<file path="src/hw/soc_params.svh">
`ifndef SOC_PARAMS_SVH
`define SOC_PARAMS_SVH

// Bus widths
`define SOC_DATA_W 32
`define SOC_ADDR_W 32

// Near bus map, top address nibble
`define SOC_SEL_RAM    1
`define SOC_SEL_BRIDGE 5

// Far bus map, bits 27 to 24 behind the bridge
`define SOC_FAR_LED   0
`define SOC_FAR_TIMER 5

// Sizes
`define SOC_RAM_WORDS 512
`define SOC_LED_W     10

`endif

</file>
<file path="src/hw/soc_pkg.sv">
`default_nettype none

package soc_pkg;

	// Arbiter FSM
	typedef enum logic [1:0] {
		IDLE   = 2'd0,
		WAIT_A = 2'd1,
		WAIT_B = 2'd2
	} arb_state_e;

	// Which port holds the bus
	typedef enum logic {
		OWNER_A = 1'b0,
		OWNER_B = 1'b1
	} bus_owner_e;

	// Source of a latched bus fault
	typedef enum logic [1:0] {
		FAULT_NONE = 2'd0,
		FAULT_IBUS = 2'd1,
		FAULT_DBUS = 2'd2
	} fault_src_e;

endpackage

`default_nettype wire

</file>
<file path="src/hw/io_bridge.sv">
`default_nettype none
`include "soc_params.svh"

module io_bridge
	import soc_pkg::*;
(
	input  wire                    i_clock,
	input  wire                    i_reset,

	// Near side
	input  wire                    i_request,
	input  wire                    i_rw,
	input  wire  [27:0]            i_address,
	input  wire  [`SOC_DATA_W-1:0] i_wdata,
	output logic [`SOC_DATA_W-1:0] o_rdata,
	output logic                   o_ready,

	// Far side
	output logic                   o_far_request,
	output logic                   o_far_rw,
	output logic [27:0]            o_far_address,
	output logic [`SOC_DATA_W-1:0] o_far_wdata,
	input  wire                    i_timer_ready,
	input  wire  [`SOC_DATA_W-1:0] i_timer_rdata,

	output logic [`SOC_LED_W-1:0]  o_ledr
);

	logic busy;
	logic take;
	logic [3:0] far_nibble;
	logic led_sel;
	logic timer_sel;

	assign take = !busy && i_request && !o_ready;

	// Far decode on the captured address
	assign far_nibble = o_far_address[27:24];
	assign led_sel = far_nibble == 4'(`SOC_FAR_LED);
	assign timer_sel = far_nibble == 4'(`SOC_FAR_TIMER);

	//======================================================================
	// Transaction control
	always_ff @(posedge i_clock) begin
		if (i_reset) begin
			busy <= 1'b0;
			o_far_request <= 1'b0;
			o_ready <= 1'b0;
			o_ledr <= '0;
		end else begin
			o_ready <= 1'b0;
			if (take) begin
				busy <= 1'b1;
				o_far_request <= i_address[27:24] == 4'(`SOC_FAR_TIMER);
			end else if (busy && timer_sel) begin
				if (i_timer_ready) begin
					busy <= 1'b0;
					o_far_request <= 1'b0;
					o_ready <= 1'b1;
				end
			end else if (busy) begin
				// LED is local, unknown targets just answer
				if (led_sel && o_far_rw)
					o_ledr <= o_far_wdata[`SOC_LED_W-1:0];
				busy <= 1'b0;
				o_ready <= 1'b1;
			end
		end
	end

	//======================================================================
	// Captured request and response data
	always_ff @(posedge i_clock) begin
		if (take) begin
			o_far_rw <= i_rw;
			o_far_address <= i_address;
			o_far_wdata <= i_wdata;
		end
		if (busy) begin
			if (timer_sel)
				o_rdata <= i_timer_rdata;
			else if (led_sel)
				o_rdata <= {{(`SOC_DATA_W-`SOC_LED_W){1'b0}}, o_ledr};
			else
				o_rdata <= '0;
		end
	end

	a_far_ready: assert property (@(posedge i_clock) disable iff (i_reset)
		i_timer_ready |-> $past(o_far_request));

endmodule

`default_nettype wire

</file>
<file path="config.mk">
export PLATFORM = sky130hd
export DESIGN_NAME = io_bridge
export DESIGN_NICKNAME = d
export VERILOG_FILES = /design/src/hw/soc_pkg.sv /design/src/hw/io_bridge.sv
export VERILOG_INCLUDE_DIRS = /design/src /design/src/hw
export SDC_FILE = /design/constraint.sdc
export NUM_CORES = 1
export LEC_CHECK = 0
export BUFFER_PORTS_ARGS = -buffer_cell sky130_fd_sc_hd__buf_2
export CAP_MARGIN = 25
export CORE_ASPECT_RATIO = 1.2
export CORE_UTILIZATION = 44
export CTS_CLUSTER_SIZE = 10
export DETAILED_ROUTE_END_ITERATION = 8
export PLACE_DENSITY = 0.88
export SYNTH_ARGS = -nofsm -noshare
export SYNTH_HDL_FRONTEND = slang
export SYNTH_SLANG_ARGS = --single-unit
</file>
<file path="constraint.sdc">
create_clock -name i_clock -period 8.7 [get_ports i_clock]
set_clock_uncertainty 0.1 [all_clocks]
set_input_delay 0.435 -clock i_clock [delete_from_list [all_inputs] [get_ports i_clock]]
set_output_delay 0.435 -clock i_clock [all_outputs]
set_load 0.02 [all_outputs]
</file>
==> flow_summary.yaml <==
run_status:
  status: "finished, final reports clean"
global_routing:
  grt_use_total_pct: 16.1
  grt_pass1_vias: 2250
  grt-ovfl-total: 0
  grt_pass1_wl_um: 10300
  grt_max_degree: 64
  antenna_found_initial: 0
setup_path:
  crit_fanout: 33
  worstSetupPathType: "reg2reg"
  critPathLaunchType: "flop"
  arrival_ns: 1.95
  critical_path_required_ns: 8.82
  end_kind: "flop"
clocking:
  cts_tree: "done"
  cts_resized: 0
  path_clk_slew_ns: 0.09
  cts-htree-levels: 3
  cts_hold_buf: 0
  cts_buffers: 9
  cts-root-buf: "clkbuf_8"
  clockBufferDepth: 2
  clock-sinks: 106
  worstSkewPairLatency_ns: 0.35
  cts_setup_buffers: 0
timing:
  finalCritPeriodShare_pct: 21.0
  setup_violations: 0
  tightest_slew_ns: 0.930
  rsz0062_at_grt: "no"
  tns_ns: 0
  setup_slack_ns: 6.87
  finalMaxSlewViolations: 0
  max_freq_ghz: 0.548
  hold_violations: 0
  whs_ns: 0.145
  slew_headroom_pct: 37.8
  fin_crit_ns: 1.83
logic_synthesis:
  async_flop_share_pct: 0
  synth.top_cell.area_share_pct: 75.4
  ys_warn_count: 0
  netlist_area_mm2: 0.00370
  synth_most_common_cell: "edfxtp_1"
  ys_ff_latch: 106
  synth_top_cells_by_count: "edfxtp_1, and2_1, nand2b_1"
  synth_cell_types: 21
  synth_top_area_cell: "edfxtp_1"
  synth.area.top_cells: "edfxtp_1, dfxtp_1, and2_1"
  synth_edf_count: 93
  synthesis.nets: 287
  syn_area_per_cell_um2: 19.5
  synth_seq_area_share_pct: 82.4
  netlist_instances: 190
  synth_flop_cell: "edfxtp_1"
layout:
  drive_above_1_share_pct: 55.3
  seqCellArea_mm2: 0.00305
  fillCellCount: 614
  diodes: 0
  nNetsFinal: 495
  multi_input_area_um2: 592
  area_growth_pct: 36.2
  final_cell_area_mm2: 0.00505
floorplan:
  ios: 202
  core_mm2: 0.00815
  die_height_um: 103
  die_w_um: 85.8
  die_area_mm2: 0.00879
  num_rows: 36
  initial_core_util_pct: 45.4
routing:
  drt-total-wl_um: 7290
  met3WireLength_um: 609
  drt-initial-drc-count: 86
  drc: 0
  antenna_left: 0
  wl_per_cell_um: 14.1
  top_layer: "met4"
  drt-pass1-iter-count: 4
  vias: 2360
  vias_per_cell: 4.56
  met2_length_um: 3860
  m1WireLength_um: 2640
power:
  peakVddDrop_uv: 125
  leakagePower_nw: 2.18
  total_power_mw: 1.03
  powerDensity_mw_per_mm2: 204
placed_design:
  post-place-ws_ns: 6.80
  placed_cell_area_mm2: 0.00481
  place_congestion: 0.731
  io_buffers: 201
  hpwlAfterDp_um: 5480
flow_run:
  drv_cap: 0
worst_hold_path:
  hold_class: "in2reg"
[cell usage in the layout (no fill, tap or decap), types with 2 or more instances in the layout]
cell,instances
edfxtp_1,93
bufinv_16,3
nor2_1,3
a22o_1,10
clkbuf_8,9
nor3b_2,2
buf_4,2
nand2b_1,21
mux2i_1,11
clkbuf_1,2
dfxtp_1,13
buf_2,201
and2_1,22
[where the power goes]
group          internal (mW)  leakage [nW]  switching (mW)
registers              0.581          1.02         0.00845
clock network          0.191         0.114           0.153
logic                 0.0357          1.04          0.0596
[layout make-up]
cell class                      instances  area share, %
Clock buffer                           11           2.60
Clock inverter                          5           2.03
Timing Repair Buffer                  203           20.2
Tap cell                              114           2.83
Sequential cell                       106           60.5
Multi-Input combinational cell         77           11.7
Inverter                                1         0.0744
[sequential cells by signal (all words and copies together) (netlist names)]
name	flops
o_far_wdata	32
o_rdata	32
o_far_address	28
o_ledr	10
busy	1
o_far_request	1
o_far_rw	1
o_ready	1
[through the flow]
step,cells,util [%]
2_1_floorplan,190,-
3_5_place_dp,501,59.0
3_3_place_gp,501,59.0
4_1_cts,517,61.9
5_1_grt,517,61.9
6_report,517,61.9
[worst paths after layout]
check / depth (start not counted) / slack, ns / to / startpoint
worst max register to register: 2 / 6.87 / o_rdata[0]$_DFFE_PP_ / o_far_address[25]$_DFFE_PP_
worst max-delay path: 2 / 6.87 / o_rdata[0]$_DFFE_PP_ / o_far_address[25]$_DFFE_PP_
worst min register to register: 2 / 0.40 / o_ledr[3]$_SDFFE_PP0P_ / o_ledr[3]$_SDFFE_PP0P_
worst min-delay path: 1 / 0.15 / o_far_address[19]$_DFFE_PP_ / i_address[19]
[metal layers]
metal / global-route usage [%] / vias up
li1: - / 1126
met1: 16.4 / 1085
met2: 29.0 / 133
met3: 5.20 / 16
met4: 9.36 / 0
met5: 0 / -
[logic make-up after synthesis]
family	count (synthesis)	share of synthesized area, %
flops	106	82.4
simple gates	53	9.86
compound gates	13	3.01
mux	11	2.97
buf+inv	7	1.76
[worst max-delay path: stages, from the launching register on]
cell      delay [ns]
edfxtp_1        0.51
nor3_4          0.81
a22o_1          0.26
Power figures use the tool's default switching activity.
