===== src/hw/soc_params.svh =====
`ifndef SOC_PARAMS_SVH
`define SOC_PARAMS_SVH

// Bus widths
`define SOC_DATA_W 32
`define SOC_ADDR_W 32

// Near bus map, top address nibble
`define SOC_SEL_RAM    1
`define SOC_SEL_BRIDGE 5

// Far bus map, bits 27 to 24 behind the bridge
`define SOC_FAR_LED   0
`define SOC_FAR_TIMER 5

// Sizes
`define SOC_RAM_WORDS 512
`define SOC_LED_W     10

`endif


===== src/hw/soc_pkg.sv =====
`default_nettype none

package soc_pkg;

	// Arbiter FSM
	typedef enum logic [1:0] {
		IDLE   = 2'd0,
		WAIT_A = 2'd1,
		WAIT_B = 2'd2
	} arb_state_e;

	// Which port holds the bus
	typedef enum logic {
		OWNER_A = 1'b0,
		OWNER_B = 1'b1
	} bus_owner_e;

	// Source of a latched bus fault
	typedef enum logic [1:0] {
		FAULT_NONE = 2'd0,
		FAULT_IBUS = 2'd1,
		FAULT_DBUS = 2'd2
	} fault_src_e;

endpackage

`default_nettype wire


===== src/hw/bus_decode.sv =====
`default_nettype none
`include "soc_params.svh"

module bus_decode
	import soc_pkg::*;
(
	input  wire                    i_clock,
	input  wire                    i_reset,

	// Shared bus
	input  wire                    i_bus_request,
	input  wire  [`SOC_ADDR_W-1:0] i_bus_address,
	input  wire  bus_owner_e       i_bus_owner,
	output logic                   o_bus_ready,
	output logic [`SOC_DATA_W-1:0] o_bus_rdata,

	// Targets
	output logic                   o_ram_request,
	input  wire                    i_ram_ready,
	input  wire  [`SOC_DATA_W-1:0] i_ram_rdata,
	output logic                   o_bridge_request,
	input  wire                    i_bridge_ready,
	input  wire  [`SOC_DATA_W-1:0] i_bridge_rdata,

	// Sticky fault
	output logic                   o_bus_fault,
	output logic [`SOC_ADDR_W-1:0] o_fault_address,
	output fault_src_e             o_fault_src
);

	logic [3:0] nibble;
	logic ram_sel;
	logic bridge_sel;
	logic unmapped;

	assign nibble = i_bus_address[`SOC_ADDR_W-1 -: 4];
	assign ram_sel = nibble == 4'(`SOC_SEL_RAM);
	assign bridge_sel = nibble == 4'(`SOC_SEL_BRIDGE);
	assign unmapped = !ram_sel && !bridge_sel;

	assign o_ram_request = i_bus_request && ram_sel;
	assign o_bridge_request = i_bus_request && bridge_sel;

	// Unmapped accesses complete at once with zero
	assign o_bus_rdata =
		ram_sel    ? i_ram_rdata    :
		bridge_sel ? i_bridge_rdata :
		'0;

	assign o_bus_ready =
		ram_sel    ? i_ram_ready    :
		bridge_sel ? i_bridge_ready :
		i_bus_request;

	// Only the first fault is kept
	always_ff @(posedge i_clock) begin
		if (i_reset) begin
			o_bus_fault <= 1'b0;
			o_fault_address <= '0;
			o_fault_src <= FAULT_NONE;
		end else if (i_bus_request && unmapped && !o_bus_fault) begin
			o_bus_fault <= 1'b1;
			o_fault_address <= i_bus_address;
			o_fault_src <= (i_bus_owner == OWNER_A) ? FAULT_IBUS : FAULT_DBUS;
		end
	end

endmodule

`default_nettype wire


===== config.mk =====
export PLATFORM = sky130hd
export DESIGN_NAME = bus_decode
export DESIGN_NICKNAME = d
export VERILOG_FILES = /design/src/hw/soc_pkg.sv /design/src/hw/bus_decode.sv
export VERILOG_INCLUDE_DIRS = /design/src /design/src/hw
export SDC_FILE = /design/constraint.sdc
export NUM_CORES = 1
export LEC_CHECK = 0
export BUFFER_PORTS_ARGS = -buffer_cell sky130_fd_sc_hd__buf_2
export CORE_MARGIN = 2
export CORE_UTILIZATION = 36
export DETAILED_ROUTE_END_ITERATION = 8
export PLACE_DENSITY = 0.88
export SLEW_MARGIN = 20
export SYNTH_ARGS = -nofsm -noshare
export SYNTH_HDL_FRONTEND = slang
export SYNTH_SLANG_ARGS = --single-unit
export TNS_END_PERCENT = 10

===== constraint.sdc =====
create_clock -name i_clock -period 1 [get_ports i_clock]
set_input_delay 0.05 -clock i_clock [delete_from_list [all_inputs] [get_ports i_clock]]
set_output_delay 0.05 -clock i_clock [all_outputs]
set_load 0.02 [all_outputs]

==> results of run 1 <==
-- critical path: cells and delay by family --
| family | cells | cell delay (ps) |
|---|---|---|
| buffers and inverters | 3 | 470 |
| and+or+nand+nor | 2 | 550 |
-- placed cells by master (no fill, tap or decap), types with 2 or more instances in the layout --
master	instances
buf_2	137
or4bb_1	2
buf_16	2
buf_6	9
nand2_1	2
nor2_2	9
mux2i_1	63
o21ai_1	3
buf_4	34
buf_12	5
dfxtp_1	34
nor2_1	26
nor3b_4	2
nand2b_1	64
clkbuf_8	6
-- Yosys cell counts --
library cell	instances
nand2_1	2
mux2i_1	64
buf_2	3
nor3b_2	1
nor3b_4	1
o21ai_0	1
clkbuf_1	7
mux2_4	1
a21oi_1	1
nand2b_1	64
buf_6	5
nor2b_1	1
and3_1	1
or3b_1	1
o21ai_1	2
buf_8	1
or4bb_1	2
nor2_1	33
buf_12	2
dfxtp_1	35
nor2_2	2
buf_4	1
-- layout make-up --
class	instances	area share
clock buffer	6	0.02407
clock inverter	1	0.001459
multi-input combinational	177	0.3862
sequential	35	0.2046
tap	75	0.02735
timing repair buffer	188	0.3563
-- state kept, by name, indices dropped and copies added (netlist names) --
register,flops
o_fault_address,32
o_fault_src,2
o_bus_fault,1
-- routing by layer --
metal / up-vias / GRT usage
li1: 1108 / -
met1: 982 / 0.2047
met2: 104 / 0.3303
met3: 16 / 0.03444
met4: 0 / 0.05932
met5: - / 0
-- worst min path at each step --
stage          cells past startpoint  slack [ps]                   to
3_3_place_gp                       3         310   o_fault_address[6]
3_5_place_dp                       3         320   o_fault_address[7]
4_1_cts                            3          10  o_fault_address[14]
2_1_floorplan                      2         190          o_bus_fault
6_report                           3          20  o_fault_address[14]
5_1_grt                            3          20  o_fault_address[14]
-- stage by stage --
stage	power (mW)	instances	util	setup slack, ps
detailed placement	2.583	469	0.5252	-315.1
global placement	2.555	469	0.5252	-225.1
floorplan	2.185	231	-	-111.6
CTS	3.717	481	0.5740	-150.2
finish	3.712	482	0.5864	-131.1
global route	3.901	482	0.5864	-224.0
-- cell families after synthesis --
| kind of cell | after synthesis |
|---|---|
| simple gates | 108 |
| mux | 65 |
| flops | 35 |
| buf+inv | 19 |
| compound gates | 4 |
-- power by group --
part | switching [mW] | leakage [nW] | total, mW | internal [mW]
logic | 0.556 | 1.46 | 1.15 | 0.596
clock network | 0.483 | 0.0470 | 1.02 | 0.540
registers | 0.0485 | 0.288 | 1.54 | 1.49
-- timing repair --
item,CTS,global route
cloned,2,1
pin swaps,3,1
endpoints found under the setup margin,67,68
setup buffers,3,0
gates resized for setup,45,16
==> key figures, run 1 <==
Drt
  • Wirelength, routed: between 6000 and 7000 um
  • Detail Route Antenna Nets: 0
  • M1 wire length: ~2400 um
  • Vias: 2210
  • Number of detailed-route iterations in the first pass: 4
  • Met2 routed wirelength: roughly 3300 um
  • Iter 0 DRT Violations: between 40 and 50
  • Wire length on met3: between 400 and 500 um
  • Via density: approximately 4.6
  • Post-route DRC: 0
  • WL/cell: approximately 13 um
  • Top sig layer: met4

CTS
  • CTS clk-pin slew, worst paths: approximately 70 ps
  • CTS tree: done
  • H-tree levels: 2
  • Worst skew pair latency: roughly 280 ps
  • CTS Hold Bufs: 0
  • Root Driver: clkbuf_8
  • CTS Buffer Depth: 2
  • Clk sinks: 35
  • Total CTS buffers: 5

Layout
  • Register area: roughly 700 um2
  • Area grow syn2layout: 59.14%
  • Share of post-route cells with drive strength above 1: 0.5160
  • Fillers: 531
  • Area of the multi-input gates: between 0.001 and 0.0015 mm2
  • ANT cells: 0
  • # nets final: 509
  • Final instance area: roughly 0.0034 mm2

Floorplan
  • Starting Density: 0.3685
  • IO Pins: 172
  • Die height: 81.39 um
  • DIE AREA: about 0.0066 mm2
  • Core Region: slightly below 0.006 mm2
  • Die width: around 80 um
  • Rows: 28

STA
  • Highest Clock Rate: between 800 and 900 MHz
  • Fin worst setup slack: -131.1 ps
  • Fin Hold WS: about 19 ps
  • Final TNS setup: -6532 ps
  • Period minus WS final: between 1000 and 1500 ps
  • Max-slew headroom: 0.8365
  • Worst-margin pin slew: roughly 240 ps
  • Clock skew: approximately 5.0 ps
  • RSZ-0062 raised after global routing: yes
  • Final hold vios: 0
  • Final setup fails: 67
  • Max Slew Vio Count: 0
  • Final cycle utilization of the critical path: 1.131

Setup path
  • Reg-to-reg startpoint: o_bus_fault
  • Critical path's slowest cell: or3b_4
  • WP data arrival: ~1100 ps
  • Worst path cell trace: buf_2 > or3b_4 > buf_12 > nor2_1 > buf_4
  • Critical Path Max Stage Delay: slightly above 400 ps
  • Crit path capture type: primary output
  • Setup crit start kind: input port
  • Worst EP required: roughly 950 ps
  • CP Max Fanout: 35
  • Worst Setup SP: i_bus_address[31]
  • WS Path Type: input port to primary output
  • RR Endpoint: o_fault_src[0]
  • R2R cell count: 3
  • R2r setup slk: -130 ps
  • Critical Path Sink: o_bus_rdata[15]

Hold path
  • Worst min path class: input port to register
  • Hold Startpoint: i_bus_address[14]

Placement
  • Port Buf Inserts: around 170
  • Final Wtd Congestion: about 0.79
  • Dpl cell area: approximately 0.0031 mm2
  • DP HPWL: 4869 um

Logic synthesis
  • Synth Area in Simple Gates: 0.2873
  • Register area share after synthesis: 0.3250
  • Largest family of logic cells by synthesized area: multiplexers
  • Gate Count Post-Synth: roughly 230
  • Adder-cell share of the synthesized area: 0
  • Flops & latches, synth: 35
  • Synthesized area per cell: 9.333 um2
  • Mux share of post-synthesis cell area: 0.3041
  • Synthesized area: 0.002156 mm2
  • Synth Net Count: 333
  • Synth top area cells: dfxtp_1 (33%), mux2i_1 (30%), nand2b_1 (19%), nor2_1 (5.7%), buf_6 (2.6%)
  • Synth top area share: 0.3250
  • Synth Area in XOR/XNOR: 0
  • Post-synth top area cell: dfxtp_1
  • Ys Warns: 0
  • Distinct cells, synth: 22
  • Synth Area in Compound Gates: 0.009286

Global routing
  • Global Route Usage Sum: 0.1791
  • Pin count of the biggest net entering global routing: 36
  • Vias in the first global route: between 2000 and 2500
  • First-pass GRT wire length: approximately 9300 um
  • Total grt overflow: 0
  • Initial antenna violation count: 0

Status
  • Violated checks: setup timing
  • Run status: finished, violations left

Job
  • Maxcap violations: 0

Pwr
  • Power Dens Cells: 1082 mW/mm2
  • Worst VDD drop: approximately 860 uV
  • Leak: around 1.8 nW
(Power assumes the default switching activity.)
==> inputs of run 2 (changes only) <==
Settings changed: PLACE_DENSITY 0.88 to 0.8.
==> key figures, run 2 (synthesis results as in run 1) <==
STA
  • Max Slew Vio Count: 0
  • Fin worst setup slack: -173.8 ps
  • Final hold vios: 0
  • Final setup fails: 67
  • RSZ-0062 raised after global routing: yes
  • Clock skew: ~6.7 ps
  • Period minus WS final: between 1000 and 1500 ps
  • Max-slew headroom: 0.8252
  • Highest Clock Rate: between 800 and 900 MHz
  • Worst-margin pin slew: about 260 ps
  • Final TNS setup: -6243 ps
  • Final cycle utilization of the critical path: 1.174

Pwr
  • Sw power: approximately 1.1 mW
  • Leak: approximately 1.8 nW
  • Cell internal pwr: roughly 2.7 mW
  • Gate power share: 0.294
  • Power Dens Cells: between 1000 and 1500 mW/mm2
  • Clock power frac: 0.295
  • Worst VDD drop: between 700 and 800 uV
  • Switch share: 0.2868
  • Sequential Power Share: 0.411

Global routing
  • Initial antenna violation count: 0
  • First-pass GRT wire length: roughly 9400 um
  • Vias in the first global route: 2075
  • Pin count of the biggest net entering global routing: ~40
  • Total grt overflow: 0
  • Global Route Usage Sum: 0.1824

Layout
  • Reg with most FFs: o_fault_address
  • Area grow syn2layout: 56.30%
  • Fillers: ~530
  • Commonest non-fill, non-tap cell in the layout: buf_2
  • Final instance area: between 0.003 and 0.004 mm2
  • # nets final: 509
  • Most frequent cells in the layout: buf_2 (139), mux2i_1 (64), nand2b_1 (64), dfxtp_1 (34), buf_4 (33)
  • Share of post-route cells with drive strength above 1: 0.5147
  • Biggest regs: o_fault_address: 32 flops, o_fault_src: 2 flops, o_bus_fault: 1 flops
  • ANT cells: 0
  • Max reg flops: 32

CTS
  • Total CTS buffers: 5
  • Worst skew pair latency: roughly 280 ps
  • CTS Buffer Depth: 2
  • H-tree levels: 2
  • CTS Hold Bufs: 0
  • Clk sinks: 35
  • Root Driver: clkbuf_8
  • CTS tree: done
  • CTS clk-pin slew, worst paths: about 70 ps

Floorplan
  • Die height: 81.39 um
  • Rows: 28
  • IO Pins: ~170
  • Die width: between 80 and 90 um
  • DIE AREA: roughly 0.0066 mm2
  • Core Region: between 0.005 and 0.006 mm2
  • Starting Density: 0.3685

Drt
  • Number of detailed-route iterations in the first pass: 6
  • Post-route DRC: 0
  • Wirelength, routed: 6501 um
  • Via density: between 4 and 5
  • Iter 0 DRT Violations: 82
  • Vias: between 2000 and 2500
  • WL/cell: between 10 and 15 um
  • Detail Route Antenna Nets: 0

Hold path
  • Worst min path class: input port to register

Setup path
  • Setup crit start kind: register
  • WP data arrival: around 1300 ps
  • Crit path capture type: register
  • CP Max Fanout: 7
  • WS Path Type: register to register
  • Worst EP required: between 1000 and 1500 ps

Status
  • Run status: finished, violations left
  • Violated checks: setup timing

Placement
  • DP HPWL: about 5200 um
  • Dpl cell area: between 0.003 and 0.004 mm2
  • Port Buf Inserts: roughly 170
  • Final Wtd Congestion: just over 0.8

Job
  • Maxcap violations: 0
[run 2: changes by cell type in the layout (fill, tap and decap cells not counted), sizes merged]
cell    delta
clkinv     -1
clkbuf     +2
[run 2: through the flow]
stage               cells  setup slack (ps)  hold WS, ps  utilization  total power, mW
detailed placement    470            -287.4        318.4       0.5265            2.593
global route          483            -223.3        21.23       0.5759            3.923
CTS                   483            -151.2        18.36       0.5699            3.771
global placement      470            -201.0        311.4       0.5265            2.565
finish                483            -173.8        19.14       0.5759            3.739
floorplan             231            -111.6        190.6            -            2.185
[run 2: worst max-delay path, stage by stage, from the launching register on]
cell and delay (ps):
dfxtp_2 330, nor3b_4 170, buf_6 160, buf_4 110, mux2_4 280
[run 2: metal layers]
layer	vias up	part of all wire	GRT usage
met2	108	0.53	0.3516
li1	1111	-	-
met3	17	0.066	0.03889
met5	-	0	0
met4	0	0.024	0.07119
met1	1007	0.38	0.1894
[run 2: power groups by stage]
stage,sequential (mW),clock (mW),combinational [mW]
floorplan,1.68,0,0.505
global placement,1.56,0,1.00
detailed placement,1.57,0,1.03
CTS,1.54,1.14,1.09
global route,1.55,1.20,1.18
finish,1.54,1.10,1.10
[run 2: worst paths after layout]
| path | startpoint | endpoint | slack, ps | cells after the start |
|---|---|---|---|---|
| worst max-delay path | o_bus_fault | o_fault_src[0] | -170 | 4 |
| worst min-delay path | i_bus_address[11] | o_fault_address[11] | 20 | 3 |
| worst max register to register | o_bus_fault | o_fault_src[0] | -170 | 4 |
| worst min register to register | o_fault_address[31] | o_fault_address[31] | 470 | 2 |
[run 2: cell type report]
| cell class | instances | area [um2] | share of cell area |
|---|---|---|---|
| timing repair buffer | 188 | 1150 | 0.3413 |
| sequential | 35 | 701.9 | 0.2083 |
| clock buffer | 8 | 100.1 | 0.02971 |
| multi-input combinational | 177 | 1324 | 0.3929 |
| tap | 75 | 93.84 | 0.02785 |
[run 2: what timing repair did]
item,in CTS,in global routing
buffers inserted,4,0
gates cloned,1,0
setup endpoints to repair,67,67
resized for setup,44,11
pin swaps,2,0
