## config.mk

```make
export PLATFORM = sky130hd
export DESIGN_NAME = bus_access
export DESIGN_NICKNAME = d
export VERILOG_FILES = /design/src/hw/soc_pkg.sv /design/src/hw/bus_access.sv
export VERILOG_INCLUDE_DIRS = /design/src /design/src/hw
export SDC_FILE = /design/constraint.sdc
export NUM_CORES = 1
export LEC_CHECK = 0
export BUFFER_PORTS_ARGS = -buffer_cell sky130_fd_sc_hd__clkbuf_2
export CAP_MARGIN = 30
export CORE_ASPECT_RATIO = 0.5
export CORE_MARGIN = 4
export CORE_UTILIZATION = 45
export DETAILED_ROUTE_END_ITERATION = 12
export GPL_ROUTABILITY_DRIVEN = 0
export PLACE_DENSITY = 0.83
export SLEW_MARGIN = 40
export SYNTH_ARGS = -nofsm -noshare
export SYNTH_HDL_FRONTEND = slang
export SYNTH_SLANG_ARGS = --single-unit
```

## constraint.sdc

```tcl
create_clock -name i_clock -period 3.6 [get_ports i_clock]
set_clock_uncertainty 0.15 [all_clocks]
set_input_delay 0 -clock i_clock [delete_from_list [all_inputs] [get_ports i_clock]]
set_output_delay 0 -clock i_clock [all_outputs]
set_load 0.1 [all_outputs]
```

## src/hw/soc_params.svh

```systemverilog
`ifndef SOC_PARAMS_SVH
`define SOC_PARAMS_SVH

// Bus widths
`define SOC_DATA_W 32
`define SOC_ADDR_W 32

// Near bus map, top address nibble
`define SOC_SEL_RAM    1
`define SOC_SEL_BRIDGE 5

// Far bus map, bits 27 to 24 behind the bridge
`define SOC_FAR_LED   0
`define SOC_FAR_TIMER 5

// Sizes
`define SOC_RAM_WORDS 512
`define SOC_LED_W     10

`endif

```

## src/hw/soc_pkg.sv

```systemverilog
`default_nettype none

package soc_pkg;

	// Arbiter FSM
	typedef enum logic [1:0] {
		IDLE   = 2'd0,
		WAIT_A = 2'd1,
		WAIT_B = 2'd2
	} arb_state_e;

	// Which port holds the bus
	typedef enum logic {
		OWNER_A = 1'b0,
		OWNER_B = 1'b1
	} bus_owner_e;

	// Source of a latched bus fault
	typedef enum logic [1:0] {
		FAULT_NONE = 2'd0,
		FAULT_IBUS = 2'd1,
		FAULT_DBUS = 2'd2
	} fault_src_e;

endpackage

`default_nettype wire

```

## src/hw/bus_access.sv

```systemverilog
`default_nettype none
`include "soc_params.svh"

module bus_access
	import soc_pkg::*;
(
	input  wire                    i_clock,
	input  wire                    i_reset,

	// Port A, instruction reads
	input  wire                    i_pa_request,
	input  wire  [`SOC_ADDR_W-1:0] i_pa_address,
	output logic                   o_pa_ready,
	output logic [`SOC_DATA_W-1:0] o_pa_rdata,

	// Port B, data reads and writes
	input  wire                    i_pb_request,
	input  wire                    i_pb_rw,
	input  wire  [`SOC_ADDR_W-1:0] i_pb_address,
	input  wire  [`SOC_DATA_W-1:0] i_pb_wdata,
	output logic                   o_pb_ready,
	output logic [`SOC_DATA_W-1:0] o_pb_rdata,

	// Shared bus
	output logic                   o_bus_request,
	output logic                   o_bus_rw,
	output logic [`SOC_ADDR_W-1:0] o_bus_address,
	output logic [`SOC_DATA_W-1:0] o_bus_wdata,
	output bus_owner_e             o_bus_owner,
	input  wire                    i_bus_ready,
	input  wire  [`SOC_DATA_W-1:0] i_bus_rdata
);

	arb_state_e state;
	logic req_a;
	logic req_b;
	logic pick_b;

	// A port's request is still up in its ready cycle, so mask it there
	assign req_a = i_pa_request && !o_pa_ready;
	assign req_b = i_pb_request && !o_pb_ready;

	// Round robin with the owner register as the last winner
	assign pick_b = req_b && (!req_a || o_bus_owner == OWNER_A);

	//======================================================================
	// Arbiter FSM
	always_ff @(posedge i_clock) begin
		if (i_reset) begin
			state <= IDLE;
			o_bus_request <= 1'b0;
			o_bus_owner <= OWNER_B;
			o_pa_ready <= 1'b0;
			o_pb_ready <= 1'b0;
		end else begin
			o_pa_ready <= 1'b0;
			o_pb_ready <= 1'b0;
			case (state)
				IDLE: begin
					if (pick_b) begin
						state <= WAIT_B;
						o_bus_owner <= OWNER_B;
						o_bus_request <= 1'b1;
					end else if (req_a) begin
						state <= WAIT_A;
						o_bus_owner <= OWNER_A;
						o_bus_request <= 1'b1;
					end
				end
				WAIT_A: begin
					if (i_bus_ready) begin
						state <= IDLE;
						o_bus_request <= 1'b0;
						o_pa_ready <= 1'b1;
					end
				end
				WAIT_B: begin
					if (i_bus_ready) begin
						state <= IDLE;
						o_bus_request <= 1'b0;
						o_pb_ready <= 1'b1;
					end
				end
				default: state <= IDLE;
			endcase
		end
	end

	//======================================================================
	// Address, write data and read data
	always_ff @(posedge i_clock) begin
		if (state == IDLE) begin
			if (pick_b) begin
				o_bus_rw <= i_pb_rw;
				o_bus_address <= i_pb_address;
				o_bus_wdata <= i_pb_wdata;
			end else begin
				// Port A only reads
				o_bus_rw <= 1'b0;
				o_bus_address <= i_pa_address;
				o_bus_wdata <= '0;
			end
		end
		if (state == WAIT_A && i_bus_ready)
			o_pa_rdata <= i_bus_rdata;
		if (state == WAIT_B && i_bus_ready)
			o_pb_rdata <= i_bus_rdata;
	end

	//======================================================================
	// Checks
	a_single_ready: assert property (@(posedge i_clock) disable iff (i_reset)
		!(o_pa_ready && o_pb_ready));

endmodule

`default_nettype wire

```

==> impl_metrics.toml, run 1 <==
[power_and_ir_drop]
power_leakage_nw = 3.84
p_per_area_mw_per_mm2 = 701
ir_drop_uv = 456

[sta]
setup_tns_ns = 0
finalCritPeriodShare_pct = 78.9
hold_violations = 0
setup_viol = 0
rsz0062_at_grt = "no"
period_minus_slack_ns = 2.84
drv_slew = 0
slew_headroom_pct = 59.4
tightest_slew_ns = 0.607
whs_ns = 0.186
fmax_mhz = 352

[route]
vias = 3942
vias_per_cell = 4.85
postRouteAntennaNets = 0
drcViolationCount = 0
dr.pass1.iters = 4
wl_per_cell_um = 19.0
drt_iter0_drc = 275
routed_wl_um = 15400

[die]
die_area_mm2 = 0.0130
pin_count = 267
die_h_um = 82.7
rows = 26
core_mm2 = 0.0105
dieWidth_um = 157
start_util_pct = 47.7

[clocking]
clkTransAtPathRegs_ns = 0.06
htreeDepth = 4
holdBufCountCts = 135
cts.path.max_buffers = 2
cts_buffers = 17
cts_sinks = 135
cts_tree = "yes"
cts_setup_buffers = 0
clkLatencyLatePin_ns = 0.39
cts_root_buffer = "clkbuf_16"
cts_resized = 0

[status]
status = "complete, no violations"

[setup_path]
setup.worst_path.end_class = "flip-flop"
cpMaxStageDelayCell = "dlygate4sd3_1"
path_max_fanout = 43
arrival_ns = 3.03
crit_chain = "inv_1 -> ha_4 -> o211ai_1 -> dlygate4sd3_1 -> o32ai_1 -> dlygate4sd3_1"
critPathLaunchType = "flip-flop"
cp.required_ns = 3.79
cpMostUsedCell = "dlygate4sd3_1"
slowest_delay_ns = 0.60
crit_type = "flip-flop to flip-flop"

[yosys]
synth_most_common_cell = "edfxtp_1"
synth_area_leader_cell = "edfxtp_1"
avgSynthCellArea_um2 = 20.6
synthTopCellsByArea = "edfxtp_1 77%, mux2_4 9.0%, and3_1 4.1%, dfxtp_1 2.4%, buf_12 1.2%"
syn_nets = 382
synth_seq_area_share_pct = 79.4
syn_inst = 244
synth_area_mm2 = 0.00503
synth_common_cells = "129 x edfxtp_1, 33 x and3_1, 30 x mux2_4"
synth-edff-count = 129
synthArstFlopShare_pct = 0
post_synth_num_cell_types = 29
synth_warnings = 0
synth-main-ff-cell = "edfxtp_1"
ys_ff_latch = 135
netlist.area_leader.share_pct = 77.1

[placed_design]
dp.cells = 645
dpl-instance-area_mm2 = 0.00652
numPortBuffers = 266
dpl.hpwl_um = 9090

[grt]
grt_use_total_pct = 22.9
overflow = 0
met1_usage_pct = 22.6
use_met3_pct = 5.52
grt_pass1_wl_um = 22200
use_met2_pct = 44.9
grt_max_degree = 44
grt.busiest_layer = "met2"
grt_pass1_vias = 4218
antenna_found_initial = 0

[final_layout]
finish.utilization_pct = 80.4
n_antenna_cell = 0
drive_gt1_share_pct = 50.4
finalInstanceArea_mm2 = 0.00847
syn_to_final_growth_pct = 68.5
fillerInstances = 542
layout.cells.non_filler = 812
nNetsFinal = 797

[min_path]
hp-class = "primary input to flip-flop"

[run]
maxCapViolations = 0
## power breakdown
part,internal [mW],total [mW],switching (mW)
sequential,1.98,2.06,0.0794
combinational,0.406,2.11,1.71
clock,1.10,1.77,0.667
total,3.49,5.94,2.45
## cell type report
type | count | area [um^2] | area share (%)
sequential | 135 | 3990 | 47.1
timing repair buffer | 407 | 2740 | 32.4
multi-input combinational | 95 | 943 | 11.1
clock buffer | 20 | 437 | 5.16
tap | 140 | 175 | 2.07
clock inverter | 12 | 166 | 1.96
inverter | 3 | 11.3 | 0.133
## layout by cell type, fill, tap and decap left out, types with 2 or more instances in the layout
master	netlist	final
edfxtp_1	129	129
mux2_4	30	30
nor2b_1	4	4
buf_4	0	4
clkbuf_1	6	3
nand3_1	2	2
clkbuf_16	0	17
ha_1	4	3
bufinv_16	0	3
clkinv_4	0	3
inv_6	0	4
o32ai_1	2	2
and2_1	2	2
inv_1	3	3
clkinvlp_4	0	2
mux2_2	2	2
dfxtp_1	6	6
dlygate4sd3_1	0	135
clkbuf_2	0	266
nand2b_1	3	3
and3_1	33	33
## metal layers
metal	part of all wire [%]	wire, um
met5	0	0
met1	33	5160
met4	4.2	641
met2	57	8780
met3	5.4	824
## logic make-up (layout without fill, tap and decap cells)
family / count (synthesis) / in the layout / share of synthesized area (%)
compound gates: 10 / 10 / 1.72
flops: 135 / 135 / 79.4
mux: 32 / 32 / 9.41
buf+inv: 14 / 442 / 2.04
simple gates: 49 / 49 / 6.40
fa+ha+maj: 4 / 4 / 0.996
## registers in the layout, indices dropped and copies added (netlist names)
name and flops:
o_pb_rdata 32, o_pb_ready 1, o_pa_ready 1, o_bus_owner 1, o_bus_request 1, o_bus_wdata 32
o_pa_rdata 32, o_bus_rw 1, o_bus_address 32, state 2
## critical path: cells and delay by family, from the launching register on
family	cells	cell delay, ns
DFF	1	0.34
buffers and inverters	3	1.33
adders and majority gates	1	0.54
AOI/OAI and AO/OA	2	0.43
## worst paths after layout
check | slack (ns) | to | startpoint | depth (start not counted)
max | 0.76 | state[0] | state[0] | 6
min | 0.19 | o_pb_rdata[24] | i_bus_rdata[24] | 2
max reg2reg | 0.76 | state[0] | state[0] | 6
min reg2reg | 0.40 | o_bus_request | o_bus_request | 2
## metrics by stage
step | setup slack [ns] | power [mW]
floorplan | 0.738 | 3.70
global placement | 1.57 | 3.99
detailed placement | 1.68 | 4.03
CTS | 0.855 | 5.91
global route | 0.592 | 6.10
finish | 0.759 | 5.94
Note: power is estimated with default switching activity, not from simulation.
==> run 2, diff against run 1 <==
--- a/config.mk
+++ b/config.mk
@@ -6,14 +6,15 @@
 export SDC_FILE = /design/constraint.sdc
 export NUM_CORES = 1
 export LEC_CHECK = 0
+export ABC_AREA = 1
 export BUFFER_PORTS_ARGS = -buffer_cell sky130_fd_sc_hd__clkbuf_2
 export CAP_MARGIN = 30
 export CORE_ASPECT_RATIO = 0.5
 export CORE_MARGIN = 4
-export CORE_UTILIZATION = 45
+export CORE_UTILIZATION = 44
 export DETAILED_ROUTE_END_ITERATION = 12
 export GPL_ROUTABILITY_DRIVEN = 0
-export PLACE_DENSITY = 0.83
+export PLACE_DENSITY = 0.82
 export SLEW_MARGIN = 40
 export SYNTH_ARGS = -nofsm -noshare
 export SYNTH_HDL_FRONTEND = slang
==> constraint.sdc (replaced) <==
create_clock -name i_clock -period 2.9 [get_ports i_clock]
set_clock_uncertainty 0.15 [all_clocks]
set_input_delay 0 -clock i_clock [delete_from_list [all_inputs] [get_ports i_clock]]
set_output_delay 0 -clock i_clock [all_outputs]
set_load 0.1 [all_outputs]
==> run 2 against run 1 <==
Clock-buffer cell count shrank 2; routed wire length grew 1.8%; via count is 8.5% higher; fmax up 6.8%; critical path depth increased by 2; die area is 0.34% higher; highest routed layer unchanged.
==> impl_metrics.toml, run 2 <==
[clocking]
clkLatencyLatePin_ns = 0.40
cts_root_buffer = "clkbuf_16"
cts_sinks = 135
cts_tree = "yes"
htreeDepth = 4
clkTransAtPathRegs_ns = 0.06
cts.path.max_buffers = 2
cts_buffers = 17

[final_layout]
fillerInstances = 611
finalInstanceArea_mm2 = 0.00830
multi_input_area_um2 = 662
layout_commonest_cell = "clkbuf_2"
ff_latch_area_mm2 = 0.00399
nNetsFinal = 905
syn_to_final_growth_pct = 68.2
drive_gt1_share_pct = 39.5
mostFrequentLayoutCells = "266 x clkbuf_2, 136 x dlygate4sd3_1, 129 x edfxtp_1"

[yosys]
syn_inst = 351
synth_warnings = 0
synth_top_family_by_area = "simple AND/OR/NAND/NOR gates"
synth_area_leader_cell = "edfxtp_1"
synth-main-ff-cell = "edfxtp_1"
synth_most_common_cell = "edfxtp_1"
netlist.area_leader.share_pct = 78.5
post_synth_num_cell_types = 16
synth_fa_ha_area_share_pct = 1.01
synthArstFlopShare_pct = 0
synth_compound_area_share_pct = 0.457
synth_common_cells = "129 x edfxtp_1, 106 x nand2_1, 46 x inv_1"
synthTopCellsByArea = "edfxtp_1 79%, nand2_1 8.1%, inv_1 3.5%, nor2_1 2.7%, dfxtp_1 2.4%"
synth_area_mm2 = 0.00493
synthXorXnorAreaFrac_pct = 0
avgSynthCellArea_um2 = 14.1
ys_ff_latch = 135
syn_nets = 489
synth_simple_gate_area_share_pct = 11.9
synth_seq_area_share_pct = 81.0
synth-edff-count = 129
synth_mux_area_share_pct = 0

[die]
core_mm2 = 0.0106
dieWidth_um = 158
start_util_pct = 46.7
rows = 26
die_h_um = 82.9
pin_count = 267
die_area_mm2 = 0.0131

[setup_path]
setup.worst_path.end_class = "flip-flop"
arrival_ns = 2.86
crit_chain = "inv_1 -> ha_2 -> inv_1 -> a21oi_1 -> dlygate4sd3_1 -> nand3_1 -> a21oi_1 -> dlygate4sd3_1"
cpMaxStageDelayCell = "dlygate4sd3_1"
r2r_end = "state[0]"
path_max_fanout = 12
crit_type = "flip-flop to flip-flop"
worst_r2r_path_depth = 8
reg2reg_setup_slack_ns = 0.24
slowest_delay_ns = 0.64
critPathLaunchType = "flip-flop"
cp.required_ns = 3.10
regToRegStartpoint = "state[0]"

[placed_design]
dpl.hpwl_um = 9020
place_ws_ns = 1.17
dpl-instance-area_mm2 = 0.00638
numPortBuffers = 266

[grt]
grt_pass1_wl_um = 24000
grt_pass1_vias = 4592
overflow = 0
antenna_found_initial = 1
grt_use_total_pct = 23.8
grt_max_degree = 41

[route]
routed_wl_um = 15700
wl_per_cell_um = 17.0
vias = 4279
drt_iter0_drc = 186
drcViolationCount = 0
postRouteAntennaNets = 0
vias_per_cell = 4.65
dr.pass1.iters = 4

[sta]
tightest_slew_ns = 0.575
hold_violations = 0
drv_slew = 0
setup_viol = 0
rsz0062_at_grt = "no"
slew_headroom_pct = 61.6
setup_tns_ns = 0
fmax_mhz = 376
period_minus_slack_ns = 2.66
finalCritPeriodShare_pct = 91.7
fin_ws_ns = 0.239

[status]
status = "complete, no violations"

[run]
maxCapViolations = 0

[power_and_ir_drop]
power_leakage_nw = 4.00
ir_drop_uv = 417
p_per_area_mw_per_mm2 = 846

[min_path]
holdPathStages = 2
holdPathEnd = "o_pa_rdata[7]"
hp-start = "i_bus_rdata[7]"
hp-class = "primary input to flip-flop"
[run 2: changes by cell type after synthesis, sizes merged, moves of 3 or more]
cell,before,now
nand2,0,108
nand3,2,5
mux2,32,0
nand2b,4,0
nor2b,5,0
clkbuf,6,0
and3,33,0
nor2,0,36
buf,5,10
inv,3,48
[run 2: timing repair]
action	4_1_cts	5_1_grt
buffers inserted	0	0
gates resized for setup	0	0
endpoints found under the hold margin	135	0
hold buffers	136	0
[run 2: worst max-delay path by stage]
stage / start / end / slack, ns / depth (start not counted)
after detailed placement: o_bus_owner / o_bus_wdata[28] / 1.17 / 4
after global routing: state[0] / state[0] / 0.08 / 8
final: state[0] / state[0] / 0.24 / 8
after floorplan: state[0] / state[0] / 0.04 / 6
after global placement: o_bus_owner / o_bus_wdata[22] / 1.22 / 4
after CTS: state[0] / state[0] / 0.32 / 8
[run 2: kinds of logic after synthesis]
kind of cell | after synthesis
AND/OR/NAND/NOR | 150
flip-flops | 135
buffers and inverters | 58
AO/OA/AOI/OAI | 4
adder cells (fa/ha/maj) | 4
[run 2: final cells by class]
cell class,count,area share (%)
sequential,135,48.1
timing repair buffer,407,32.9
multi-input combinational,158,7.98
clock buffer,18,5.17
inverter,48,2.17
tap,140,2.11
clock inverter,14,1.51
antenna,1,0.0302
[run 2: layer usage]
layer,vias up,part of all wire (%),global-route usage [%],wire [um]
met3,58,6.0,5.30,947
met5,-,0,0,0
met1,2022,33,23.2,5170
li1,1992,-,-,-
met2,207,57,46.4,8890
met4,0,4.2,12.2,662
[run 2: worst max-delay path, delay by kind of cell, from the launching register on]
kind | cells | cell delay, ns
buffers and inverters | 4 | 1.38
AND/OR/NAND/NOR | 1 | 0.11
AO/OA/AOI/OAI | 2 | 0.29
adder cells (fa/ha/maj) | 1 | 0.34
flip-flops | 1 | 0.35
[run 2: where the power goes]
group          switching (mW)  internal (mW)
Clock                   0.826           1.18
Combinational            2.06          0.422
Sequential             0.0827           2.44
[run 2: metrics by stage]
step                      power (mW)  util [%]  cells  hold slack, ns
after CTS                       7.00      78.5    920           0.166
after detailed placement        4.82      60.3    752          0.0451
after floorplan                 4.45         -    351         -0.0809
after global placement          4.79      60.3    752          0.0391
final                           7.02      78.5    921           0.172
after global routing            7.22      78.5    921           0.169
